### src/llc_pkg.sv
package llc_pkg;

    //////////////////////////////
    // Address geometry
    //////////////////////////////

    localparam int ADDR_BITS      = 32;
    localparam int OFFSET_BITS    = 4;
    localparam int LINE_ADDR_BITS = ADDR_BITS - OFFSET_BITS;
    localparam int LLC_SET_BITS   = 4;
    localparam int LLC_TAG_BITS   = LINE_ADDR_BITS - LLC_SET_BITS;

    typedef logic [LINE_ADDR_BITS-1:0] line_addr_t;
    typedef logic [LLC_SET_BITS-1:0]   llc_set_t;
    typedef logic [LLC_TAG_BITS-1:0]   llc_tag_t;

    //////////////////////////////
    // Line address views
    //////////////////////////////

    // Tag sits above the set and the byte offset is already stripped
    typedef struct packed {
        llc_tag_t tag;
        llc_set_t set;
    } llc_line_br_t;

    typedef union packed {
        line_addr_t   raw;
        llc_line_br_t br;
    } llc_line_u;

endpackage

### src/llc_dma_tracker.sv
`timescale 1ns/1ps

module llc_dma_tracker (
    input  logic                clk,
    input  logic                rst,
    input  logic                dma_start,
    input  logic                dma_write,
    input  logic                dma_done,
    input  llc_pkg::line_addr_t dma_req_in_addr,
    input  logic                update_dma_addr_from_req,
    input  logic                set_is_dma_read_to_resume,
    input  logic                set_is_dma_write_to_resume,
    input  logic                clr_is_dma_read_to_resume,
    input  logic                clr_is_dma_write_to_resume,
    output logic                dma_read_pending,
    output logic                dma_write_pending,
    output logic                is_dma_read_to_resume,
    output logic                is_dma_write_to_resume,
    output llc_pkg::line_addr_t dma_addr
);

    //////////////////////////////
    // Open transfer
    //////////////////////////////

    always_ff @(posedge clk or negedge rst) begin
        if (!rst) begin
            dma_read_pending <= 1'b0;
            dma_write_pending <= 1'b0;
        end else if (dma_done) begin
            dma_read_pending <= 1'b0;
            dma_write_pending <= 1'b0;
        end else if (dma_start) begin
            if (dma_write) begin
                dma_write_pending <= 1'b1;
            end else begin
                dma_read_pending <= 1'b1;
            end
        end
    end

    // A decode either sets a resume flag or clears it
    always_ff @(posedge clk or negedge rst) begin
        if (!rst) begin
            is_dma_read_to_resume <= 1'b0;
            is_dma_write_to_resume <= 1'b0;
        end else begin
            if (set_is_dma_read_to_resume) begin
                is_dma_read_to_resume <= 1'b1;
            end else if (clr_is_dma_read_to_resume) begin
                is_dma_read_to_resume <= 1'b0;
            end
            if (set_is_dma_write_to_resume) begin
                is_dma_write_to_resume <= 1'b1;
            end else if (clr_is_dma_write_to_resume) begin
                is_dma_write_to_resume <= 1'b0;
            end
        end
    end

    always_ff @(posedge clk or negedge rst) begin
        if (!rst) begin
            dma_addr <= '0;
        end else if (update_dma_addr_from_req) begin
            dma_addr <= dma_req_in_addr;
        end
    end

    a_one_dma: assert property (@(posedge clk) disable iff (!rst)
        !(dma_read_pending && dma_write_pending))
        else $error("DMA read and write pending together");

endmodule

### src/llc_input_decoder.sv
`timescale 1ns/1ps

module llc_input_decoder (
    input  logic                clk,
    input  logic                rst,
    input  logic                decode_en,
    input  logic                rst_tb_valid,
    input  logic                rsp_in_valid,
    input  logic                req_in_valid,
    input  logic                dma_req_in_valid,
    input  logic                recall_pending,
    input  logic                recall_valid,
    input  logic                dma_read_pending,
    input  logic                dma_write_pending,
    input  logic                req_pending,
    input  logic                rst_stall,
    input  logic                flush_stall,
    input  logic                req_stall,
    input  logic                req_in_stalled_valid,
    input  logic                is_dma_read_to_resume,
    input  logic                is_dma_write_to_resume,
    input  llc_pkg::line_addr_t rsp_in_addr,
    input  llc_pkg::line_addr_t req_in_addr,
    input  llc_pkg::line_addr_t dma_req_in_addr,
    input  llc_pkg::line_addr_t req_in_stalled_addr,
    input  llc_pkg::line_addr_t dma_addr,
    input  llc_pkg::llc_set_t   rst_flush_stalled_set,
    input  llc_pkg::llc_set_t   req_in_stalled_set,
    input  llc_pkg::llc_tag_t   req_in_stalled_tag,
    output logic                look,
    output logic                idle,
    output llc_pkg::llc_set_t   set,
    output llc_pkg::llc_tag_t   tag,
    output logic                is_rst_to_get,
    output logic                is_rsp_to_get,
    output logic                is_req_to_get,
    output logic                is_dma_req_to_get,
    output logic                is_rst_to_resume,
    output logic                is_flush_to_resume,
    output logic                is_req_to_resume,
    output logic                do_get_req,
    output logic                do_get_dma_req,
    output logic                update_req_in_from_stalled,
    output logic                clr_req_in_stalled_valid,
    output logic                clr_rst_stall,
    output logic                clr_flush_stall,
    output logic                clr_req_stall_decoder,
    output logic                set_is_dma_read_to_resume,
    output logic                set_is_dma_write_to_resume,
    output logic                clr_is_dma_read_to_resume,
    output logic                clr_is_dma_write_to_resume,
    output logic                update_dma_addr_from_req
);

    logic rst_get_next, rsp_get_next, req_get_next, dma_req_get_next;
    logic rst_resume_next, flush_resume_next, req_resume_next;
    llc_pkg::llc_line_u line_sel;
    llc_pkg::llc_set_t  set_q;

    //////////////////////////////
    // Priority select
    //////////////////////////////

    always_comb begin
        rst_get_next = 1'b0;
        rsp_get_next = 1'b0;
        req_get_next = 1'b0;
        dma_req_get_next = 1'b0;
        rst_resume_next = 1'b0;
        flush_resume_next = 1'b0;
        req_resume_next = 1'b0;
        do_get_req = 1'b0;
        do_get_dma_req = 1'b0;
        update_req_in_from_stalled = 1'b0;
        clr_req_in_stalled_valid = 1'b0;
        clr_rst_stall = 1'b0;
        clr_flush_stall = 1'b0;
        clr_req_stall_decoder = 1'b0;
        set_is_dma_read_to_resume = 1'b0;
        set_is_dma_write_to_resume = 1'b0;
        clr_is_dma_read_to_resume = 1'b0;
        clr_is_dma_write_to_resume = 1'b0;
        update_dma_addr_from_req = 1'b0;
        idle = 1'b0;
        line_sel.raw = '0;

        if (decode_en) begin
            clr_is_dma_read_to_resume = 1'b1;  // Resume flags only live for one decode
            clr_is_dma_write_to_resume = 1'b1;
            if (recall_pending) begin
                if (!recall_valid) begin
                    rsp_get_next = rsp_in_valid;
                end else if (req_pending) begin
                    req_resume_next = 1'b1;
                end else if (dma_read_pending) begin
                    set_is_dma_read_to_resume = 1'b1;
                    clr_is_dma_read_to_resume = 1'b0;
                end else if (dma_write_pending) begin
                    set_is_dma_write_to_resume = 1'b1;
                    clr_is_dma_write_to_resume = 1'b0;
                end
            end else if (rst_stall) begin
                rst_resume_next = 1'b1;
            end else if (flush_stall) begin
                flush_resume_next = 1'b1;
            end else if (rst_tb_valid && !dma_read_pending && !dma_write_pending) begin
                rst_get_next = 1'b1;
            end else if (rsp_in_valid) begin
                rsp_get_next = 1'b1;
            end else if (!req_stall && (req_in_stalled_valid || req_in_valid)) begin
                req_get_next = 1'b1;
                if (req_in_stalled_valid) begin  // Held request goes before new ones
                    update_req_in_from_stalled = 1'b1;
                    clr_req_in_stalled_valid = 1'b1;
                end else begin
                    do_get_req = 1'b1;
                end
            end else if (dma_read_pending) begin
                set_is_dma_read_to_resume = 1'b1;
                clr_is_dma_read_to_resume = 1'b0;
            end else if (dma_write_pending) begin
                if (dma_req_in_valid) begin
                    set_is_dma_write_to_resume = 1'b1;
                    clr_is_dma_write_to_resume = 1'b0;
                    do_get_dma_req = 1'b1;
                end
            end else if (dma_req_in_valid && !req_stall) begin
                dma_req_get_next = 1'b1;
                do_get_dma_req = 1'b1;
            end else begin
                idle = 1'b1;
            end

            // Source of the set and tag for this decode
            if (rsp_get_next) begin
                line_sel.raw = rsp_in_addr;
            end else if (req_get_next) begin
                line_sel.raw = update_req_in_from_stalled ? req_in_stalled_addr : req_in_addr;
            end else if (req_resume_next) begin
                line_sel.raw = req_in_stalled_addr;
            end else if (dma_req_get_next) begin
                line_sel.raw = dma_req_in_addr;
                update_dma_addr_from_req = 1'b1;
            end else if (set_is_dma_read_to_resume || set_is_dma_write_to_resume) begin
                line_sel.raw = dma_addr;
            end

            if (rst_resume_next || flush_resume_next) begin
                if (rst_flush_stalled_set == '1) begin  // Last set of the walk
                    clr_rst_stall = 1'b1;
                    clr_flush_stall = 1'b1;
                end
            end else if (rsp_get_next && req_stall &&
                         line_sel.br.tag == req_in_stalled_tag &&
                         line_sel.br.set == req_in_stalled_set) begin
                clr_req_stall_decoder = 1'b1;
            end
        end
    end

    //////////////////////////////
    // Registered choice
    //////////////////////////////

    always_ff @(posedge clk or negedge rst) begin
        if (!rst) begin
            is_rst_to_get <= 1'b0;
            is_rsp_to_get <= 1'b0;
            is_req_to_get <= 1'b0;
            is_dma_req_to_get <= 1'b0;
            is_rst_to_resume <= 1'b0;
            is_flush_to_resume <= 1'b0;
            is_req_to_resume <= 1'b0;
            set_q <= '0;
            tag <= '0;
        end else if (decode_en) begin
            is_rst_to_get <= rst_get_next;
            is_rsp_to_get <= rsp_get_next;
            is_req_to_get <= req_get_next;
            is_dma_req_to_get <= dma_req_get_next;
            is_rst_to_resume <= rst_resume_next;
            is_flush_to_resume <= flush_resume_next;
            is_req_to_resume <= req_resume_next;
            set_q <= line_sel.br.set;
            tag <= line_sel.br.tag;
        end
    end

    assign look = is_rsp_to_get | is_req_to_get | is_dma_req_to_get | is_flush_to_resume |
                  ((is_dma_read_to_resume | is_dma_write_to_resume) & ~recall_pending);

    // The walk counter names the set while a reset or flush is resumed
    assign set = (is_rst_to_resume | is_flush_to_resume) ? rst_flush_stalled_set : set_q;

    a_one_choice: assert property (@(posedge clk) disable iff (!rst)
        $onehot0({is_rst_to_get, is_rsp_to_get, is_req_to_get, is_dma_req_to_get,
                  is_rst_to_resume, is_flush_to_resume, is_req_to_resume}))
        else $error("More than one decoder choice registered");

endmodule

### src/llc_input_front.sv
`timescale 1ns/1ps

module llc_input_front (
    input  logic                clk,
    input  logic                rst,
    input  logic                decode_en,
    input  logic                rst_tb_valid,
    input  logic                rst_tb_flush,
    input  logic                rsp_in_valid,
    input  logic                req_in_valid,
    input  logic                dma_req_in_valid,
    input  logic                recall_pending,
    input  logic                recall_valid,
    input  llc_pkg::line_addr_t rsp_in_addr,
    input  llc_pkg::line_addr_t req_in_addr,
    input  llc_pkg::line_addr_t dma_req_in_addr,
    input  logic                req_stall_start,
    input  logic                dma_start,
    input  logic                dma_write,
    input  logic                dma_done,
    output logic                look,
    output logic                idle,
    output llc_pkg::llc_set_t   set,
    output llc_pkg::llc_tag_t   tag,
    output logic                is_rst_to_get,
    output logic                is_rsp_to_get,
    output logic                is_req_to_get,
    output logic                is_dma_req_to_get,
    output logic                is_rst_to_resume,
    output logic                is_flush_to_resume,
    output logic                is_req_to_resume,
    output logic                do_get_req,
    output logic                do_get_dma_req
);

    logic rst_stall, flush_stall, req_stall, req_in_stalled_valid, req_pending;
    logic dma_read_pending, dma_write_pending;
    logic is_dma_read_to_resume, is_dma_write_to_resume;
    logic update_req_in_from_stalled, clr_req_in_stalled_valid;
    logic clr_rst_stall, clr_flush_stall, clr_req_stall_decoder;
    logic set_is_dma_read_to_resume, set_is_dma_write_to_resume;
    logic clr_is_dma_read_to_resume, clr_is_dma_write_to_resume;
    logic update_dma_addr_from_req;
    llc_pkg::line_addr_t req_in_stalled_addr, dma_addr;
    llc_pkg::llc_set_t   rst_flush_stalled_set, req_in_stalled_set;
    llc_pkg::llc_tag_t   req_in_stalled_tag;

    llc_input_decoder decoder0 (.*);

    llc_stall_ctrl stall0 (.*);

    llc_dma_tracker dma0 (.*);

endmodule

### src/llc_stall_ctrl.sv
`timescale 1ns/1ps

module llc_stall_ctrl (
    input  logic                clk,
    input  logic                rst,
    input  logic                decode_en,
    input  logic                is_rst_to_get,
    input  logic                rst_tb_flush,
    input  logic                is_rst_to_resume,
    input  logic                is_flush_to_resume,
    input  logic                clr_rst_stall,
    input  logic                clr_flush_stall,
    input  logic                req_stall_start,
    input  llc_pkg::line_addr_t req_in_addr,
    input  logic                clr_req_stall_decoder,
    input  logic                update_req_in_from_stalled,
    input  logic                clr_req_in_stalled_valid,
    output logic                rst_stall,
    output logic                flush_stall,
    output llc_pkg::llc_set_t   rst_flush_stalled_set,
    output logic                req_stall,
    output logic                req_in_stalled_valid,
    output llc_pkg::line_addr_t req_in_stalled_addr,
    output llc_pkg::llc_set_t   req_in_stalled_set,
    output llc_pkg::llc_tag_t   req_in_stalled_tag,
    output logic                req_pending
);

    logic decode_q;
    logic take_rst;
    logic step_walk;
    llc_pkg::llc_line_u stalled_line;

    // Registered choice flags hold between decodes, so act only in the cycle after one
    always_ff @(posedge clk or negedge rst) begin
        if (!rst) begin
            decode_q <= 1'b0;
        end else begin
            decode_q <= decode_en;
        end
    end

    assign take_rst = decode_q & is_rst_to_get;
    assign step_walk = decode_q & (is_rst_to_resume | is_flush_to_resume);

    //////////////////////////////
    // Reset and flush walk
    //////////////////////////////

    always_ff @(posedge clk or negedge rst) begin
        if (!rst) begin
            rst_stall <= 1'b0;
            flush_stall <= 1'b0;
            rst_flush_stalled_set <= '0;
        end else begin
            if (clr_rst_stall) begin
                rst_stall <= 1'b0;
            end
            if (clr_flush_stall) begin
                flush_stall <= 1'b0;
            end
            if (take_rst) begin
                rst_stall <= ~rst_tb_flush;
                flush_stall <= rst_tb_flush;
                rst_flush_stalled_set <= '0;
            end else if (step_walk) begin
                rst_flush_stalled_set <= rst_flush_stalled_set + llc_pkg::llc_set_t'(1);
            end
        end
    end

    //////////////////////////////
    // Stalled request
    //////////////////////////////

    always_ff @(posedge clk or negedge rst) begin
        if (!rst) begin
            req_stall <= 1'b0;
            req_in_stalled_valid <= 1'b0;
        end else if (req_stall_start) begin
            req_stall <= 1'b1;
            req_in_stalled_valid <= 1'b1;
        end else begin
            if (clr_req_stall_decoder) begin
                req_stall <= 1'b0;  // Request stays held until it is re-issued
            end
            if (clr_req_in_stalled_valid) begin
                req_in_stalled_valid <= 1'b0;
            end
        end
    end

    always_ff @(posedge clk) begin
        if (req_stall_start) begin
            stalled_line.raw <= req_in_addr;
        end
    end

    assign req_in_stalled_addr = stalled_line.raw;
    assign req_in_stalled_set = stalled_line.br.set;
    assign req_in_stalled_tag = stalled_line.br.tag;
    assign req_pending = req_in_stalled_valid;

    a_one_walk: assert property (@(posedge clk) disable iff (!rst)
        !(rst_stall && flush_stall))
        else $error("Reset and flush stall both set");

    // Re-issue only happens once the matching response has lifted the stall
    a_reissue: assert property (@(posedge clk) disable iff (!rst)
        update_req_in_from_stalled |-> req_in_stalled_valid && !req_stall)
        else $error("Stalled request re-issued while not ready");

endmodule

### config.mk
export PLATFORM = sky130hd
export DESIGN_NAME = llc_input_front
export DESIGN_NICKNAME = d
export VERILOG_FILES = /design/src/llc_pkg.sv /design/src/llc_dma_tracker.sv /design/src/llc_input_decoder.sv /design/src/llc_input_front.sv /design/src/llc_stall_ctrl.sv
export SDC_FILE = /design/constraint.sdc
export NUM_CORES = 1
export LEC_CHECK = 0
export BUFFER_PORTS_ARGS = -buffer_cell sky130_fd_sc_hd__buf_2
export CAP_MARGIN = 5
export CELL_PAD_IN_SITES_DETAIL_PLACEMENT = 0
export CELL_PAD_IN_SITES_GLOBAL_PLACEMENT = 1
export CORE_AREA = 5 5 126 128
export CTS_BUF_LIST = sky130_fd_sc_hd__clkbuf_16
export DETAILED_ROUTE_END_ITERATION = 8
export DIE_AREA = 0 0 131 133
export PLACE_DENSITY = 0.86
export SLEW_MARGIN = 20
export SYNTH_ARGS = -nofsm -noshare
export SYNTH_HDL_FRONTEND = slang
export SYNTH_SLANG_ARGS = --single-unit
### constraint.sdc
create_clock -name clk -period 4.24 [get_ports clk]
set_input_delay 0.424 -clock clk [delete_from_list [all_inputs] [get_ports clk]]
set_output_delay 0.424 -clock clk [all_outputs]
set_load 0.01 [all_outputs]
==> out/metrics.cfg <==
[run_status]
outcome=complete, no violations

[sta]
min_period_over_period_pct=82.17
hold_viol_final=0
holdWs_ns=0.1113
finalSetupTns_ns=0
slew_viol_final=0
worst_slack_ns=0.7560
clock.fmax_mhz=287.0
worstMarginPinSlew_ns=1.025
slew-limit-headroom_pct=31.68
rsz0062_at_grt=false
clock_skew_ns=0.01106
setup_viol_count_final=0
period_minus_slack_ns=3.484

[worst_setup_path]
r2r_slack_ns=0.76
cp_max_fo=13
worst_path_max_delay_cell=nand3_1
crit_buf_inv=0
path_depth=8
critPathArrivalTime_ns=3.73
rr_endpoint=stall0.req_stall
crit_family=simple AND/OR/NAND/NOR gates
critical_path.max_stage_delay_ns=0.56
worstSetupPathType=reg -> reg
crit_start=dma0.dma_read_pending
rr_startpoint=dma0.dma_read_pending
path_cells=or3b_2 > nand3_1 > nand2_1 > a221o_1 > a21oi_1 > o41ai_1 > or4_1 > o32a_1
critical_path_required_ns=4.49
reg2reg_depth=8
endpoint_kind=register
cp-start-kind=register

[routing]
drc=0
drt_wl_total_mm=21.68
drtIter0Drc=584
first_pass_iters=5
wl_per_cell_um=23.27
viasPerCell=6.093
num_vias=5679
postRouteAntennaNets=0

[floorplanning]
die_x_um=131
dieArea_sq_um=17420
die_h_um=133
rows=45
core_area_sq_um=14750
io_pins=137
initial_core_util_pct=39.94

[global_routing]
grt_max_degree=77
grt_overflow=0
antenna_found_initial=0
track_usage_pct=24.99
grt_pass1_wl_mm=33.24
grt_pass1_vias=5668

[synthesis]
syn-cell-area_sq_um=5892
yosysWarnings=0
synthArstFlopShare_pct=73.08
syn-num-nets=710
syn_inst=611
ys.flop_type=dfrtp_1
syn_avg_cell_area_sq_um=9.643
yosysUniqueCellTypes=67
synth_seq_cells=104
seq_area_frac_synth_pct=46.55
synth_edf_count=28

[clocking]
cts_resized=0
clk_latency_ns=0.36
path_clk_slew_ns=0.08
cts_sinks=104
clk_path_buf_depth=2
postCtsSetupBuffers=0
hold_buffers=0
cts_buffers=9
cts-root-buf=clkbuf_16
h-tree-depth=3
cts_tree=yes

[cells_and_area]
area_growth_pct=21.41
design_area_sq_um=7153
finalNetCount=838
drive_gt1_share_pct=29.70
insertedDiodeCount=0

[placement]
place.gp.congestion=0.9295
portBuffers=136
pre_cts_ws_ns=0.7917
placed_cell_area_sq_um=6803
hpwlAfterDp_mm=16.12

[power_and_ir_drop]
powerDensity_nw_per_um2=390.2
power_w=0.002791
ir_drop_uv=177.4
leakagePower_nw=3.245

[hold_path]
min_path_type=in -> async

[flow_run]
max_cap_violations=0

## synthesized netlist by cell type, types with 4 or more instances
| master | n | share of area, % |
|---|---|---|
| a2111oi_0 | 5 | 0.74 |
| a211oi_1 | 5 | 0.64 |
| a21o_1 | 4 | 0.51 |
| a21oi_1 | 55 | 4.7 |
| a221o_1 | 12 | 2.0 |
| a221oi_1 | 10 | 1.5 |
| a22o_1 | 6 | 0.89 |
| a31oi_1 | 9 | 0.96 |
| and3_1 | 5 | 0.53 |
| buf_1 | 5 | 0.32 |
| buf_2 | 4 | 0.34 |
| clkbuf_1 | 28 | 1.8 |
| dfrtp_1 | 76 | 32 |
| edfxtp_1 | 28 | 14 |
| inv_1 | 32 | 2.0 |
| mux2_2 | 42 | 8.0 |
| mux2i_1 | 7 | 1.2 |
| nand2_1 | 69 | 4.4 |
| nand2b_1 | 4 | 0.42 |
| nand3_1 | 25 | 2.1 |
| nand4_1 | 9 | 0.96 |
| nor2_1 | 39 | 2.5 |
| nor2b_1 | 6 | 0.64 |
| nor3_1 | 13 | 1.1 |
| nor4_1 | 7 | 0.74 |
| o2111ai_1 | 6 | 0.89 |
| o21ai_0 | 22 | 1.9 |
| o22ai_1 | 10 | 1.1 |
| or4_1 | 4 | 0.51 |
| xnor2_1 | 5 | 0.74 |
## area by class of cell
| class | count | area [sq um] |
|---|---|---|
| Clock buffer | 12 | 300.3 |
| Tap cell | 188 | 235.2 |
| Timing Repair Buffer | 155 | 829.5 |
| Fill cell | 1427 | 7599 |
| Inverter | 32 | 120.1 |
| Clock inverter | 4 | 46.29 |
| Multi-Input combinational cell | 437 | 2879 |
| Sequential cell | 104 | 2743 |
## worst max-delay path by stage
stage                       endpoint
floorplan           stall0.req_stall
global placement    stall0.req_stall
detailed placement  stall0.req_stall
CTS                 stall0.req_stall
global route        stall0.req_stall
finish              stall0.req_stall
## power by group
group / leakage, nW / internal (W) / total [W] / switching [W]
Combinational: 1.81 / 0.000248 / 0.000601 / 0.000354
Clock: 0.177 / 0.000563 / 0.000957 / 0.000393
Sequential: 1.26 / 0.00113 / 0.00123 / 0.000103
## cells by family (layout without fill, tap and decap cells)
logic type | Yosys count | in the layout | share of synthesized area [%]
AND/OR/NAND/NOR | 196 | 196 | 16.37
adder cells (fa/ha/maj) | 1 | 1 | 0.2123
flip-flops | 104 | 104 | 46.55
XOR/XNOR | 8 | 8 | 1.189
multiplexers | 49 | 49 | 9.216
AO/OA/AOI/OAI | 183 | 183 | 21.79
buffers and inverters | 70 | 203 | 4.672
## metrics by stage
| stage | utilization, % | cells |
|---|---|---|
| after floorplan | - | 611 |
| after global placement | 46.12 | 916 |
| after detailed placement | 46.12 | 916 |
| after CTS | 48.46 | 932 |
| after global routing | 48.49 | 932 |
| final | 48.49 | 932 |
## placed cells by master, fill, tap and decap left out, types with 3 or more instances in the layout
| cell | synthesis | routed |
|---|---|---|
| a221o_1 | 12 | 12 |
| nor2b_1 | 6 | 6 |
| or3_1 | 3 | 3 |
| xor2_1 | 3 | 3 |
| a221oi_1 | 10 | 10 |
| a211oi_1 | 5 | 5 |
| o221ai_1 | 3 | 3 |
| mux2i_1 | 7 | 7 |
| a21oi_1 | 55 | 55 |
| mux2_2 | 42 | 42 |
| nand3b_1 | 3 | 3 |
| dfrtp_1 | 76 | 76 |
| o2bb2ai_1 | 3 | 3 |
| nor3_1 | 13 | 12 |
| buf_2 | 4 | 135 |
| o21ai_0 | 22 | 22 |
| nand4_1 | 9 | 9 |
| a31oi_1 | 9 | 9 |
| inv_1 | 32 | 34 |
| edfxtp_1 | 28 | 28 |
| nor2_1 | 39 | 39 |
| o2111ai_1 | 6 | 6 |
| nand2b_1 | 4 | 4 |
| nand3_1 | 25 | 25 |
| o22ai_1 | 10 | 10 |
| and3_1 | 5 | 5 |
| clkbuf_16 | 0 | 12 |
| a22o_1 | 6 | 6 |
| nand2_1 | 69 | 69 |
| nor4_1 | 7 | 7 |
| a21o_1 | 4 | 4 |
| or4_1 | 4 | 4 |
| xnor2_1 | 5 | 5 |
| a2111oi_0 | 5 | 5 |
| a2bb2oi_1 | 3 | 3 |
| nor3b_1 | 3 | 3 |
| buf_4 | 0 | 19 |
## routing by layer
layer  part of all wire (%)  wire length (um)  vias to the layer above  GRT usage (%)
met3                    8.3              1797                       36          5.006
met4                    2.1               446                        0          7.429
li1                       -                 -                     2560              -
met5                      0                 0                        -              0
met1                     44              9577                     2807          35.69
met2                     45              9863                      276          38.21
## registers in the layout, summed over array words and instances (netlist names), 4 cells and up
register                      flops
decoder0.tag                     24
stall0.req_in_stalled_addr       28
dma0.dma_addr                    28
decoder0.set_q                    4
stall0.rst_flush_stalled_set      4
Power figures use the tool's default switching activity.
